[src/common/sat_lvl_pkg.sv]
// Shared widths, types and encodings of the level-state store.
// The level count is fixed here and must stay even, since levels are kept in pairs.
`default_nettype none

package sat_lvl_pkg;

    localparam int NUM_LVLS  = 8;
    localparam int NUM_PAIRS = NUM_LVLS / 2;
    localparam int WIDTH_BIN = 10;
    localparam int WIDTH_LVL = 3;

    typedef logic [WIDTH_BIN-1:0] bin_t;       // decided bin number.
    typedef logic [WIDTH_LVL-1:0] lvl_t;       // decision level index.
    typedef logic [NUM_LVLS-1:0]  lvl_mask_t;  // one bit per level.

    // state kept for one decision level.
    typedef struct packed {
        bin_t dcd_bin;
        logic has_bkt;
    } lvl_state_t;

    // find flag that ripples from the top level down to level 0.
    typedef enum logic [1:0] {
        FIND_SEARCH = 2'd0,  // no level found yet.
        FIND_HIT    = 2'd1,  // this cell is the backtrack level.
        FIND_DONE   = 2'd2   // the hit lies above.
    } findflag_t;

endpackage

`default_nettype wire

[src/lvl_cmd_decode.sv]
// Registers the engine requests and turns level indices into one-hot write strobes.
// A decide and a load to the same level in one cycle resolve to the decide.
`timescale 1ns/1ps
`default_nettype none

module lvl_cmd_decode (
    input  wire                         clk,
    input  wire                         rst_n_i,
    input  wire                         decide_i,
    input  wire sat_lvl_pkg::lvl_t      dcd_lvl_i,
    input  wire sat_lvl_pkg::bin_t      dcd_bin_i,
    input  wire                         bkt_req_i,
    input  wire sat_lvl_pkg::lvl_t      max_lvl_i,
    input  wire                         ld_i,
    input  wire sat_lvl_pkg::lvl_t      ld_lvl_i,
    input  wire sat_lvl_pkg::lvl_state_t ld_state_i,
    output sat_lvl_pkg::lvl_mask_t      dcd_wr_o,
    output sat_lvl_pkg::bin_t           dcd_bin_o,
    output sat_lvl_pkg::lvl_mask_t      ld_wr_o,
    output sat_lvl_pkg::lvl_state_t     ld_state_o,
    output logic                        apply_bkt_o,
    output sat_lvl_pkg::lvl_mask_t      in_range_o
);

    import sat_lvl_pkg::*;

    lvl_mask_t dcd_oh;
    lvl_mask_t ld_oh;
    lvl_mask_t range_d;

    always_comb begin
        dcd_oh  = '0;
        ld_oh   = '0;
        range_d = '0;
        for (int i = 0; i < NUM_LVLS; i++) begin
            dcd_oh[i]  = decide_i && (dcd_lvl_i == lvl_t'(i));
            ld_oh[i]   = ld_i && (ld_lvl_i == lvl_t'(i));
            range_d[i] = (lvl_t'(i) <= max_lvl_i);  // thermometer up to max level.
        end
    end

    always_ff @(posedge clk or negedge rst_n_i) begin
        if (!rst_n_i) begin
            dcd_wr_o    <= '0;
            ld_wr_o     <= '0;
            apply_bkt_o <= 1'b0;
            in_range_o  <= '0;
        end else begin
            dcd_wr_o    <= dcd_oh;
            ld_wr_o     <= ld_oh & ~dcd_oh;  // decide wins over load.
            apply_bkt_o <= bkt_req_i;
            in_range_o  <= range_d;
        end
    end

    // payload registers, valid together with their strobes.
    always_ff @(posedge clk) begin
        if (decide_i) begin
            dcd_bin_o <= dcd_bin_i;
        end
        if (ld_i) begin
            ld_state_o <= ld_state_i;
        end
    end

endmodule

`default_nettype wire

[src/lvl_state/lvl_state_cell.sv]
// One decision level: its stored state, its step of the find chain and its backtrack.
// The bin output is zero unless this cell is the hit.
`timescale 1ns/1ps
`default_nettype none

module lvl_state_cell (
    input  wire                          clk,
    input  wire                          rst_n_i,
    input  wire                          dcd_wr_i,
    input  wire sat_lvl_pkg::bin_t       dcd_bin_i,
    input  wire                          ld_wr_i,
    input  wire sat_lvl_pkg::lvl_state_t ld_state_i,
    input  wire                          apply_bkt_i,
    input  wire                          in_range_i,
    input  wire sat_lvl_pkg::findflag_t  findflag_i,
    output sat_lvl_pkg::findflag_t       findflag_o,
    output logic                         hit_o,
    output sat_lvl_pkg::bin_t            bkt_bin_o,
    output sat_lvl_pkg::lvl_state_t      state_o
);

    import sat_lvl_pkg::*;

    lvl_state_t state_q;

    always_comb begin
        case (findflag_i)
            FIND_SEARCH: begin
                if (in_range_i && !state_q.has_bkt) begin
                    findflag_o = FIND_HIT;
                end else begin
                    findflag_o = FIND_SEARCH;
                end
            end
            default: findflag_o = FIND_DONE;  // a hit was found above.
        endcase
    end

    assign hit_o     = (findflag_o == FIND_HIT);
    assign bkt_bin_o = hit_o ? state_q.dcd_bin : '0;
    assign state_o   = state_q;

    always_ff @(posedge clk or negedge rst_n_i) begin
        if (!rst_n_i) begin
            state_q <= '0;
        end else if (dcd_wr_i) begin
            state_q.dcd_bin <= dcd_bin_i;
            state_q.has_bkt <= 1'b0;  // a fresh decision is not backtracked.
        end else if (ld_wr_i) begin
            state_q <= ld_state_i;
        end else if (apply_bkt_i && hit_o) begin
            state_q.has_bkt <= 1'b1;  // bin kept, engine flips it.
        end
    end

endmodule

`default_nettype wire

[src/lvl_state/lvl_state2.sv]
// Two adjacent levels; the upper cell feeds its find flag into the lower one.
`timescale 1ns/1ps
`default_nettype none

module lvl_state2 (
    input  wire                          clk,
    input  wire                          rst_n_i,
    input  wire [1:0]                    dcd_wr_i,
    input  wire sat_lvl_pkg::bin_t       dcd_bin_i,
    input  wire [1:0]                    ld_wr_i,
    input  wire sat_lvl_pkg::lvl_state_t ld_state_i,
    input  wire                          apply_bkt_i,
    input  wire [1:0]                    in_range_i,
    input  wire sat_lvl_pkg::findflag_t  findflag_i,
    output sat_lvl_pkg::findflag_t       findflag_o,
    output logic [1:0]                   hit_o,
    output sat_lvl_pkg::bin_t            bkt_bin_o,
    output sat_lvl_pkg::lvl_state_t [1:0] states_o
);

    import sat_lvl_pkg::*;

    findflag_t mid_flag;  // between upper and lower cell.
    bin_t      bin_hi;
    bin_t      bin_lo;

    lvl_state_cell u_cell_hi (
        .clk         (clk),
        .rst_n_i     (rst_n_i),
        .dcd_wr_i    (dcd_wr_i[1]),
        .dcd_bin_i   (dcd_bin_i),
        .ld_wr_i     (ld_wr_i[1]),
        .ld_state_i  (ld_state_i),
        .apply_bkt_i (apply_bkt_i),
        .in_range_i  (in_range_i[1]),
        .findflag_i  (findflag_i),
        .findflag_o  (mid_flag),
        .hit_o       (hit_o[1]),
        .bkt_bin_o   (bin_hi),
        .state_o     (states_o[1])
    );

    lvl_state_cell u_cell_lo (
        .clk         (clk),
        .rst_n_i     (rst_n_i),
        .dcd_wr_i    (dcd_wr_i[0]),
        .dcd_bin_i   (dcd_bin_i),
        .ld_wr_i     (ld_wr_i[0]),
        .ld_state_i  (ld_state_i),
        .apply_bkt_i (apply_bkt_i),
        .in_range_i  (in_range_i[0]),
        .findflag_i  (mid_flag),
        .findflag_o  (findflag_o),
        .hit_o       (hit_o[0]),
        .bkt_bin_o   (bin_lo),
        .state_o     (states_o[0])
    );

    assign bkt_bin_o = bin_hi | bin_lo;  // at most one cell drives a bin.

endmodule

`default_nettype wire

[src/bkt_result.sv]
// Registers the backtrack outcome one cycle after the apply, plus the level readback.
// Result payload is only meaningful while bkt_done_o is high.
`timescale 1ns/1ps
`default_nettype none

module bkt_result (
    input  wire                                         clk,
    input  wire                                         rst_n_i,
    input  wire                                         apply_bkt_i,
    input  wire sat_lvl_pkg::findflag_t                 findflag_i,
    input  wire sat_lvl_pkg::lvl_mask_t                 hit_i,
    input  wire sat_lvl_pkg::bin_t                      bkt_bin_i,
    input  wire sat_lvl_pkg::lvl_state_t [sat_lvl_pkg::NUM_LVLS-1:0] states_i,
    input  wire sat_lvl_pkg::lvl_t                      rd_lvl_i,
    output logic                                        bkt_done_o,
    output logic                                        unsat_o,
    output sat_lvl_pkg::lvl_t                           bkt_lvl_o,
    output sat_lvl_pkg::bin_t                           bkt_bin_o,
    output sat_lvl_pkg::lvl_state_t                     rd_state_o
);

    import sat_lvl_pkg::*;

    lvl_t hit_lvl;
    logic cap_vld_q;    // a backtrack was applied last edge.
    logic cap_found_q;
    lvl_t cap_lvl_q;
    bin_t cap_bin_q;
    lvl_t rd_lvl_q;

    always_comb begin
        hit_lvl = '0;
        for (int i = 0; i < NUM_LVLS; i++) begin
            if (hit_i[i]) begin
                hit_lvl = hit_lvl | lvl_t'(i);
            end
        end
    end

    always_ff @(posedge clk or negedge rst_n_i) begin
        if (!rst_n_i) begin
            cap_vld_q   <= 1'b0;
            cap_found_q <= 1'b0;
            bkt_done_o  <= 1'b0;
            unsat_o     <= 1'b0;
        end else begin
            cap_vld_q   <= apply_bkt_i;
            cap_found_q <= (findflag_i != FIND_SEARCH);  // flag out of level 0.
            bkt_done_o  <= cap_vld_q && cap_found_q;
            unsat_o     <= cap_vld_q && !cap_found_q;
        end
    end

    always_ff @(posedge clk) begin
        if (apply_bkt_i) begin
            cap_lvl_q <= hit_lvl;
            cap_bin_q <= bkt_bin_i;
        end
        if (cap_vld_q && cap_found_q) begin
            bkt_lvl_o <= cap_lvl_q;
            bkt_bin_o <= cap_bin_q;
        end
        rd_lvl_q   <= rd_lvl_i;
        rd_state_o <= states_i[rd_lvl_q];
    end

endmodule

`default_nettype wire

[src/lvl_state_top.sv]
// Level-state store: command decode, a chain of level pairs and the result stage.
// All requests are single-cycle strobes with no back-pressure.
`timescale 1ns/1ps
`default_nettype none

module lvl_state_top (
    input  wire                          clk,
    input  wire                          rst_n_i,
    input  wire                          decide_i,
    input  wire sat_lvl_pkg::lvl_t       dcd_lvl_i,
    input  wire sat_lvl_pkg::bin_t       dcd_bin_i,
    input  wire                          bkt_req_i,
    input  wire sat_lvl_pkg::lvl_t       max_lvl_i,
    input  wire                          ld_i,
    input  wire sat_lvl_pkg::lvl_t       ld_lvl_i,
    input  wire sat_lvl_pkg::lvl_state_t ld_state_i,
    input  wire sat_lvl_pkg::lvl_t       rd_lvl_i,
    output logic                         bkt_done_o,
    output logic                         unsat_o,
    output sat_lvl_pkg::lvl_t            bkt_lvl_o,
    output sat_lvl_pkg::bin_t            bkt_bin_o,
    output sat_lvl_pkg::lvl_state_t      rd_state_o
);

    import sat_lvl_pkg::*;

    lvl_mask_t                     dcd_wr;
    bin_t                          dcd_bin;
    lvl_mask_t                     ld_wr;
    lvl_state_t                    ld_state;
    logic                          apply_bkt;
    lvl_mask_t                     in_range;
    lvl_mask_t                     hit;
    findflag_t [NUM_PAIRS:0]       flag_chain;  // index p enters pair p-1.
    bin_t      [NUM_PAIRS-1:0]     pair_bin;
    bin_t                          bkt_bin;
    lvl_state_t [NUM_LVLS-1:0]     states;

    lvl_cmd_decode u_decode (
        .clk         (clk),
        .rst_n_i     (rst_n_i),
        .decide_i    (decide_i),
        .dcd_lvl_i   (dcd_lvl_i),
        .dcd_bin_i   (dcd_bin_i),
        .bkt_req_i   (bkt_req_i),
        .max_lvl_i   (max_lvl_i),
        .ld_i        (ld_i),
        .ld_lvl_i    (ld_lvl_i),
        .ld_state_i  (ld_state_i),
        .dcd_wr_o    (dcd_wr),
        .dcd_bin_o   (dcd_bin),
        .ld_wr_o     (ld_wr),
        .ld_state_o  (ld_state),
        .apply_bkt_o (apply_bkt),
        .in_range_o  (in_range)
    );

    assign flag_chain[NUM_PAIRS] = FIND_SEARCH;

    for (genvar p = 0; p < NUM_PAIRS; p++) begin : g_pair
        lvl_state2 u_pair (
            .clk         (clk),
            .rst_n_i     (rst_n_i),
            .dcd_wr_i    (dcd_wr[2*p +: 2]),
            .dcd_bin_i   (dcd_bin),
            .ld_wr_i     (ld_wr[2*p +: 2]),
            .ld_state_i  (ld_state),
            .apply_bkt_i (apply_bkt),
            .in_range_i  (in_range[2*p +: 2]),
            .findflag_i  (flag_chain[p+1]),
            .findflag_o  (flag_chain[p]),
            .hit_o       (hit[2*p +: 2]),
            .bkt_bin_o   (pair_bin[p]),
            .states_o    (states[2*p +: 2])
        );
    end

    always_comb begin
        bkt_bin = '0;
        for (int p = 0; p < NUM_PAIRS; p++) begin
            bkt_bin = bkt_bin | pair_bin[p];
        end
    end

    bkt_result u_result (
        .clk         (clk),
        .rst_n_i     (rst_n_i),
        .apply_bkt_i (apply_bkt),
        .findflag_i  (flag_chain[0]),
        .hit_i       (hit),
        .bkt_bin_i   (bkt_bin),
        .states_i    (states),
        .rd_lvl_i    (rd_lvl_i),
        .bkt_done_o  (bkt_done_o),
        .unsat_o     (unsat_o),
        .bkt_lvl_o   (bkt_lvl_o),
        .bkt_bin_o   (bkt_bin_o),
        .rd_state_o  (rd_state_o)
    );

endmodule

`default_nettype wire

[config.mk]
export PLATFORM = sky130hd
export DESIGN_NAME = lvl_state_top
export DESIGN_NICKNAME = d
export VERILOG_FILES = /design/src/common/sat_lvl_pkg.sv /design/src/lvl_cmd_decode.sv /design/src/lvl_state/lvl_state_cell.sv /design/src/lvl_state/lvl_state2.sv /design/src/bkt_result.sv /design/src/lvl_state_top.sv
export SDC_FILE = /design/constraint.sdc
export NUM_CORES = 1
export LEC_CHECK = 0
export BUFFER_PORTS_ARGS = -buffer_cell sky130_fd_sc_hd__buf_2
export CORE_MARGIN = 2
export CORE_UTILIZATION = 50
export DETAILED_ROUTE_END_ITERATION = 12
export GPL_ROUTABILITY_DRIVEN = 0
export PLACE_DENSITY = 0.77
export SETUP_SLACK_MARGIN = 0.5
export SYNTH_ARGS = -nofsm -noshare
export SYNTH_HDL_FRONTEND = slang
export SYNTH_SLANG_ARGS = --single-unit
[constraint.sdc]
create_clock -name clk -period 2.05 [get_ports clk]
set_clock_uncertainty 0.15 [all_clocks]
set_input_delay 0.1025 -clock clk [delete_from_list [all_inputs] [get_ports clk]]
set_output_delay 0.1025 -clock clk [all_outputs]
set_load 0.02 [all_outputs]
==> results of run 1 <==
worst max-delay path, stage by stage, from the launching register on:
cell	delay, ns
sky130_fd_sc_hd__dfrtp_1	0.42
sky130_fd_sc_hd__nor2b_4	0.25
sky130_fd_sc_hd__nor3b_4	0.08
sky130_fd_sc_hd__buf_6	0.16
sky130_fd_sc_hd__a222oi_1	0.41
sky130_fd_sc_hd__nand4_1	0.14
timing repair:
| action | in CTS | in global routing |
|---|---|---|
| setup endpoints to repair | 30 | 46 |
| endpoints found under the hold margin | 186 | 6 |
| pin swaps | 16 | 6 |
| resized for setup | 40 | 18 |
| hold buffers | 45 | 1 |
| setup buffers | 12 | 2 |
| cloned | 6 | 0 |
cell families after synthesis:
group                  count (synthesis)  synth area share (%)
AOI/OAI and AO/OA                    129                  10.3
muxes                                113                  17.7
and+or+nand+nor                      178                  10.6
buffers and inverters                 78                  3.82
DFF                                  178                  57.6
other                                  1                0.0467
sequential cells by signal, indices dropped and copies added (netlist names):
register,count
u_result.bkt_done_o,1
u_result.cap_vld_q,1
u_result.rd_state_o,11
u_decode.apply_bkt_o,1
u_result.unsat_o,1
g_pair.u_pair.u_cell_lo.state_o,44
u_decode.in_range_o,8
u_result.cap_found_q,1
u_result.bkt_bin_o,10
u_decode.ld_wr_o,8
u_decode.ld_state_o,11
u_result.cap_lvl_q,3
u_decode.dcd_bin_o,10
u_result.rd_lvl_q,3
u_decode.dcd_wr_o,8
u_result.bkt_lvl_o,3
u_result.cap_bin_q,10
g_pair.u_pair.u_cell_hi.state_o,44
worst paths after layout:
path	cells after the start	end	slack [ns]
worst max-delay path	5	u_result.cap_bin_q[4]	0.17
worst min-delay path	2	g_pair[0].u_pair.u_cell_lo.state_o[8]	0.003
worst max register to register	5	u_result.cap_bin_q[4]	0.17
worst min register to register	1	u_result.unsat_o	0.26
max in group asynchronous	3	g_pair[3].u_pair.u_cell_hi.state_o[1]	1.13
min in group clk	2	u_result.rd_lvl_q[1]	0.16
routing by layer:
metal	up-vias	wire [um]	share of wire, %
met1	3079	8710	37
li1	2716	-	-
met3	121	2380	10
met2	445	11300	48
met4	0	1250	5.3
met5	-	0	0
report_power, final:
group | internal [mW] | total [mW] | switching (mW)
Combinational | 1.18 | 2.39 | 1.21
Clock | 1.80 | 3.18 | 1.38
Sequential | 4.38 | 4.99 | 0.607
layout make-up:
class / instances / area, um2 / area share (%)
multi-input combinational: 421 / 3300 / 32.2
timing repair buffer: 163 / 1440 / 14.0
sequential: 178 / 4630 / 45.1
inverter: 13 / 53.8 / 0.524
clock inverter: 12 / 135 / 1.32
tap: 216 / 270 / 2.63
clock buffer: 20 / 437 / 4.26
per-stage QoR:
step	cells	total power, mW	setup slack [ns]	area [um2]
after floorplan	677	6.10	0.396	8100
after global routing	1023	11.0	0.134	10300
after detailed placement	926	6.90	-0.0461	8730
final	1023	10.6	0.165	10300
after CTS	1021	10.4	0.231	10200
after global placement	926	6.77	0.0616	8730
synthesized netlist by cell type, types with 8 or more instances:
| master | n | area (um2) |
|---|---|---|
| sky130_fd_sc_hd__a211oi_1 | 8 | 60.1 |
| sky130_fd_sc_hd__mux2i_1 | 80 | 801 |
| sky130_fd_sc_hd__clkbuf_1 | 41 | 154 |
| sky130_fd_sc_hd__buf_1 | 17 | 63.8 |
| sky130_fd_sc_hd__nor3_1 | 11 | 55.1 |
| sky130_fd_sc_hd__nor2b_1 | 8 | 50.1 |
| sky130_fd_sc_hd__nor2_1 | 12 | 45.0 |
| sky130_fd_sc_hd__nand3_1 | 20 | 100 |
| sky130_fd_sc_hd__inv_1 | 13 | 48.8 |
| sky130_fd_sc_hd__mux4_2 | 22 | 495 |
| sky130_fd_sc_hd__nand3b_1 | 10 | 75.1 |
| sky130_fd_sc_hd__o311ai_0 | 10 | 87.6 |
| sky130_fd_sc_hd__nand2b_1 | 10 | 62.6 |
| sky130_fd_sc_hd__nand2_1 | 85 | 319 |
| sky130_fd_sc_hd__edfxtp_1 | 47 | 1410 |
| sky130_fd_sc_hd__a222oi_1 | 10 | 100 |
| sky130_fd_sc_hd__o21ai_0 | 82 | 410 |
| sky130_fd_sc_hd__dfrtp_1 | 117 | 2930 |
| sky130_fd_sc_hd__mux2_2 | 11 | 124 |
| sky130_fd_sc_hd__dfxtp_1 | 14 | 280 |
| sky130_fd_sc_hd__o211ai_1 | 10 | 75.1 |
| sky130_fd_sc_hd__nand4_1 | 12 | 75.1 |
cells in the final DEF, fill, tap and decap left out, drive strengths merged, types with 14 or more instances in the layout:
master,netlist,routed
dfrtp,117,117
buf,24,118
inv,13,15
mux4,22,22
dlygate4sd3,0,45
edfxtp,47,47
o21ai,82,82
clkbuf,41,20
nand2,85,85
nand3,20,20
mux2i,80,80
dfxtp,14,14
==> impl.org, run 1 <==
** Outcome
- The flow ran to the end, and the final reports show no timing, DRC or antenna violations.

** GRT
- Grt met3 use :: 7.08%
- Global-route total usage across every layer :: 29.1%
- The initial antenna violation count came to 0.
- Most heavily used metal layer in global routing :: met2
- The number of global-route vias before repair is 6308.
- The first global-routing pass estimated 36000 um of wire.
- Overflow left after global routing :: 0
- GR met2 Demand/Resource :: 47.0%
- Largest net degree at the start of global routing :: 48
- For this run, global-route usage on met1 was measured as 36.7%.

** Clocking
- The later pin in the worst-skew pair is clocked with a latency of 0.43 ns.
- CTS saw 178 sinks.
- Max H-tree Level :: 4
- Number of buffers created by CTS :: 17
- No sink is reached through more buffers than the 2 on the longest clock path.
- CTS tree :: done
- Clock-pin slew was measured on the worst setup and hold paths at 0.07 ns.
- The cell sitting at the root of the clock tree is a sky130_fd_sc_hd__clkbuf_16.

** Critical path
- In this run the worst path has a maximum fanout of 6.
- STA classifies the critical path endpoint as a flop.
- Data arrival time of the critical path :: 1.90 ns
- By startpoint and endpoint, the worst setup path is classified as reg -> reg.
- The worst setup path is launched from a flop.
- Data on the critical path is required at its endpoint by 2.06 ns.
- R2R Path Start :: g_pair[3].u_pair.u_cell_lo.state_o[0]
- Start point of the critical path :: g_pair[3].u_pair.u_cell_lo.state_o[0]

** Yosys
- Gate count of the mapped netlist :: 677
- The number of nets handed over by synthesis was 715.
- Total of flip-flops plus latches after synthesis :: 178
- The mapped netlist covers 0.00802 mm2.
- Mapped Avg Cell Area :: 11.9 um2
- Number of enable-type register cells in the synthesized netlist :: 47
- In the synthesized netlist the dominant register cell turns out to be sky130_fd_sc_hd__dfrtp_1.
- After synthesis, flip-flops and latches occupy 57.6% of the total area.
- Count of yosys warnings during synthesis :: 0
- In the synthesized netlist the async set-or-reset flop fraction comes to 65.7%.
- Number of distinct library cell variants in the gate-level netlist after synthesis :: 38

** Timing
- Post-route minimum period :: 1.88 ns
- Final hold analysis gives a worst-case slack of 0.00284 ns.
- Maximum clock frequency :: 531 MHz
- Headroom to the max-slew limit came out at 50.6%.
- Setup violations remaining at the end of the flow were counted as 0.
- Final cycle utilization of the critical path :: 91.9%
- For the pin with the worst max-slew slack, the measured transition is 0.741 ns.
- In the final timing run, aggregate negative setup slack is 0 ns.
- Hold violation total from the final report :: 0
- Setup repair after global routing could not meet its margin everywhere.
- Max Slew Vio Count :: 0

** Cells and area
- Antenna diode count :: 0
- Fill cells in the final layout number 1143.
- Utilization of the core after routing :: 65.1%
- For this run, the post-layout net count is 832.
- Area added between synthesis and finish :: 27.9%
- The post-route netlist has 26.6% of its cells at a drive strength greater than 1.

** Floorplan
- The die is 131 um tall.
- Pin placement for this block handled 64 I/O pins.
- Area inside the core boundary :: 0.0158 mm2
- Row count :: 46
- The die is 131 um wide.
- The initial utilization of the core area, before any placement, comes to 50.9%.
- Die outline area :: 0.0171 mm2

** Detailed routing
- Routed wire length per instance :: 23.1 um
- DRC viols :: 0
- The count of nets left with antenna violations once routing finished came out at 0.
- The first detailed-routing pass ran for 7 iterations.
- The routed design has 23600 um of wire.
- Via-to-Cell Ratio :: 6.22
- The first routing iteration left 852 violations.
- Count of vias placed by the detailed router :: 6361

** Placement
- The wire-length estimate of the detail-placed layout is 13800 um.
- Port bufs :: 63

** Power and ir drop
- Areal power density over the cells :: 1030 mW/mm2
- VDD sags by at most 0.000605 V.
- Leak pwr :: 4.00 nW

** Run
- Max-capacitance violation count :: 0

** Hold path
- The path class of the tightest hold or removal check is in -> async.
(Power assumes the default switching activity.)
==> run 2, diff against run 1 <==
==> constraint.sdc (replaced) <==
create_clock -name clk -period 1.9 [get_ports clk]
set_clock_uncertainty 0.15 [all_clocks]
set_input_delay 0.095 -clock clk [delete_from_list [all_inputs] [get_ports clk]]
set_output_delay 0.095 -clock clk [all_outputs]
set_load 0.02 [all_outputs]
==> run 2 against run 1 <==
Against the previous run:
- the run now ends with negative hold slack left
- register-to-register slack worse by 0.15 ns
- sequential share of layout area decreased by 0.60 points
- cell area increased by 1.5%
- core utilization increased by 0.94 points
- hold slack worse by 0.0098 ns
- sequential cell count unchanged
- non-clock buffer count grew 7
- die area did not move
- worst setup slack lost 0.15 ns
- final cell count up 0.68%
- largest power group unchanged
==> impl.org, run 2 (same netlist as run 1, synthesis figures left out) <==
** Cells and area
- Nets :: 839
- The post-route netlist has 29.1% of its cells at a drive strength greater than 1.
- The number of antenna diodes in the final layout is 0.
- Area added between synthesis and finish :: 29.8%
- In the layout the commonest cells are 114 x sky130_fd_sc_hd__dfrtp_1, 85 x sky130_fd_sc_hd__nand2_1, 80 x sky130_fd_sc_hd__mux2i_1, 80 x sky130_fd_sc_hd__o21ai_0, 62 x sky130_fd_sc_hd__buf_2.
- Leaving out fill and tap cells, the most frequent cell in the layout is sky130_fd_sc_hd__dfrtp_1.
- The finished cells cover 0.0104 mm2.

** Power and ir drop
- Worst VDD drop :: 0.000765 V
- Leak pwr :: 4.09 nW
- The completed layout was analyzed and its total power is 11.8 mW.
- Areal power density over the cells :: 1130 mW/mm2

** Critical path
- Data arrival time of the critical path :: 1.91 ns
- Worst stage delay on the critical path :: 0.42 ns
- Critical path type :: reg -> reg
- For the worst setup path, the data required time is 1.93 ns.
- Total buffers and inverters traversed by the critical path :: 2
- The signal on the critical path passes through nor2b_4 -> buf_6 -> nor3b_4 -> buf_6 -> a222oi_1 -> nand4_1.
- Of all nets on the critical path, the largest fanout is 7.
- The worst setup path is launched from a flop.
- Cell seen most often among critical-path stages :: sky130_fd_sc_hd__buf_6
- Setup crit end kind :: flop
- On the critical path, the stage with the largest delay is an instance of sky130_fd_sc_hd__dfrtp_1.
- Dominant delay contributor by cell family on the critical path :: flip-flops

** Placement
- Placed Area :: 0.00877 mm2
- Post-detail-place hpwl :: 14100 um
- Port bufs :: 63

** Timing
- In the finished design, the share of the clock period the worst path needs comes to 99.0%.
- Hold slack :: -0.00697 ns
- Max Slew Vio Count :: 0
- Derived from the worst setup path, the maximum achievable clock frequency is 531 MHz.
- Setup violations remaining at the end of the flow were counted as 0.
- Transition time at the pin with the least slew margin :: 0.603 ns
- Setup repair after global routing could not meet its margin everywhere.
- Relative slew slack :: 59.7%
- The final number of hold-violating endpoints was 4.
- Counting I/O delays and the setup requirement, the final critical path takes 1.88 ns.

** Detailed routing
- Final wirelength :: 24300 um
- Count of vias placed by the detailed router :: 6451
- Dividing the detail-routed wire length by the instance count gives 23.6 um.
- Via-to-Cell Ratio :: 6.26
- Number of nets still failing antenna checks after routing :: 0
- First-pass DRT Iterations :: 8
- The first routing iteration left 940 violations.
- DRC viols :: 0

** Floorplan
- Once the floorplan was initialized, standard cells occupied 50.9% of the core.
- Area inside the core boundary :: 0.0158 mm2
- I/O Pins :: 64
- Chip Height :: 131 um
- The floorplan step defined a die boundary enclosing 0.0171 mm2.
- Measured along the x axis, the die boundary spans 131 um.
- The floorplan has 46 rows.

** Clocking
- Sink Count :: 178
- Number of buffers created by CTS :: 17
- Cell at the root of the clock tree :: sky130_fd_sc_hd__clkbuf_16
- The H-tree generated during clock tree synthesis spans 4 levels.
- TritonCTS built the clock tree.
- The longest clock path from root to sink contains 2 buffers.
- After clock tree synthesis, the clock-pin slew on the worst setup and hold paths is 0.07 ns.
- At the later pin of the worst-skew pair, clock insertion delay measures 0.45 ns.

** GRT
- Largest net degree at the start of global routing :: 54
- The first global-routing pass estimated 36700 um of wire.
- Global routing used 29.9% of the available tracks across all layers.
- Overflow left after global routing :: 0
- The initial antenna violation count is 0.
- The number of global-route vias before repair is 6503.

** Outcome
- Violations in the final reports :: negative hold slack
- Result of the run :: finished, violations left

** Hold path
- Class of the worst hold path :: in -> async

** Run
- Max-cap violations in this run came to 0.
[run 2: final timing paths]
| path | startpoint | to | slack (ns) | cells after the start |
|---|---|---|---|---|
| min in group clk | ld_i | u_decode.ld_wr_o[1] | 0.13 | 4 |
| max in group asynchronous | rst_n_i | g_pair[3].u_pair.u_cell_lo.state_o[4] | 0.95 | 3 |
| min | rst_n_i | u_decode.in_range_o[3] | -0.007 | 2 |
| max | g_pair[3].u_pair.u_cell_hi.state_o[0] | u_result.cap_bin_q[5] | 0.02 | 6 |
| max reg2reg | g_pair[3].u_pair.u_cell_hi.state_o[0] | u_result.cap_bin_q[5] | 0.02 | 6 |
| min reg2reg | u_result.cap_lvl_q[1] | u_result.bkt_lvl_o[1] | 0.27 | 0 |
[run 2: metal layers]
metal / vias up / global-route usage (%) / share of wire, %
met2: 444 / 46.9 / 47
met5: - / 0 / 0
li1: 2729 / - / -
met1: 3125 / 37.1 / 37
met4: 0 / 17.5 / 6.7
met3: 153 / 8.59 / 9.7
[run 2: power by group]
part	switching [mW]	leakage (nW)	total, mW	internal [mW]
combinational	1.35	1.78	2.68	1.33
sequential	0.691	2.02	5.42	4.73
clock	1.55	0.291	3.65	2.10
total	3.60	4.09	11.8	8.15
[run 2: layout make-up]
| class | count | area, um2 |
|---|---|---|
| inverter | 13 | 53.8 |
| clock buffer | 19 | 433 |
| timing repair buffer | 170 | 1490 |
| multi-input combinational | 421 | 3360 |
| fill | 1117 | 5360 |
| clock inverter | 13 | 174 |
| tap | 216 | 270 |
| sequential | 178 | 4630 |
[run 2: timing repair]
item,CTS,global route
gates resized for setup,44,31
hold buffers,41,5
setup buffers,15,5
pin swaps,17,17
gates cloned,6,0
hold endpoints to repair,186,9
endpoints found under the setup margin,52,47
[run 2: through the flow]
step / setup TNS [ns] / cells / util [%] / setup WS [ns] / hold WS (ns)
final: 0 / 1030 / 66.0 / 0.0181 / -0.00697
after global routing: -0.275 / 1030 / 66.0 / -0.0503 / 0.0193
after CTS: 0 / 1024 / 64.8 / 0.104 / 0.00204
after detailed placement: -0.0717 / 930 / 55.6 / -0.0289 / -0.0755
after global placement: 0 / 930 / 55.6 / 0.0625 / -0.0871
after floorplan: 0 / 677 / - / 0.246 / -0.351
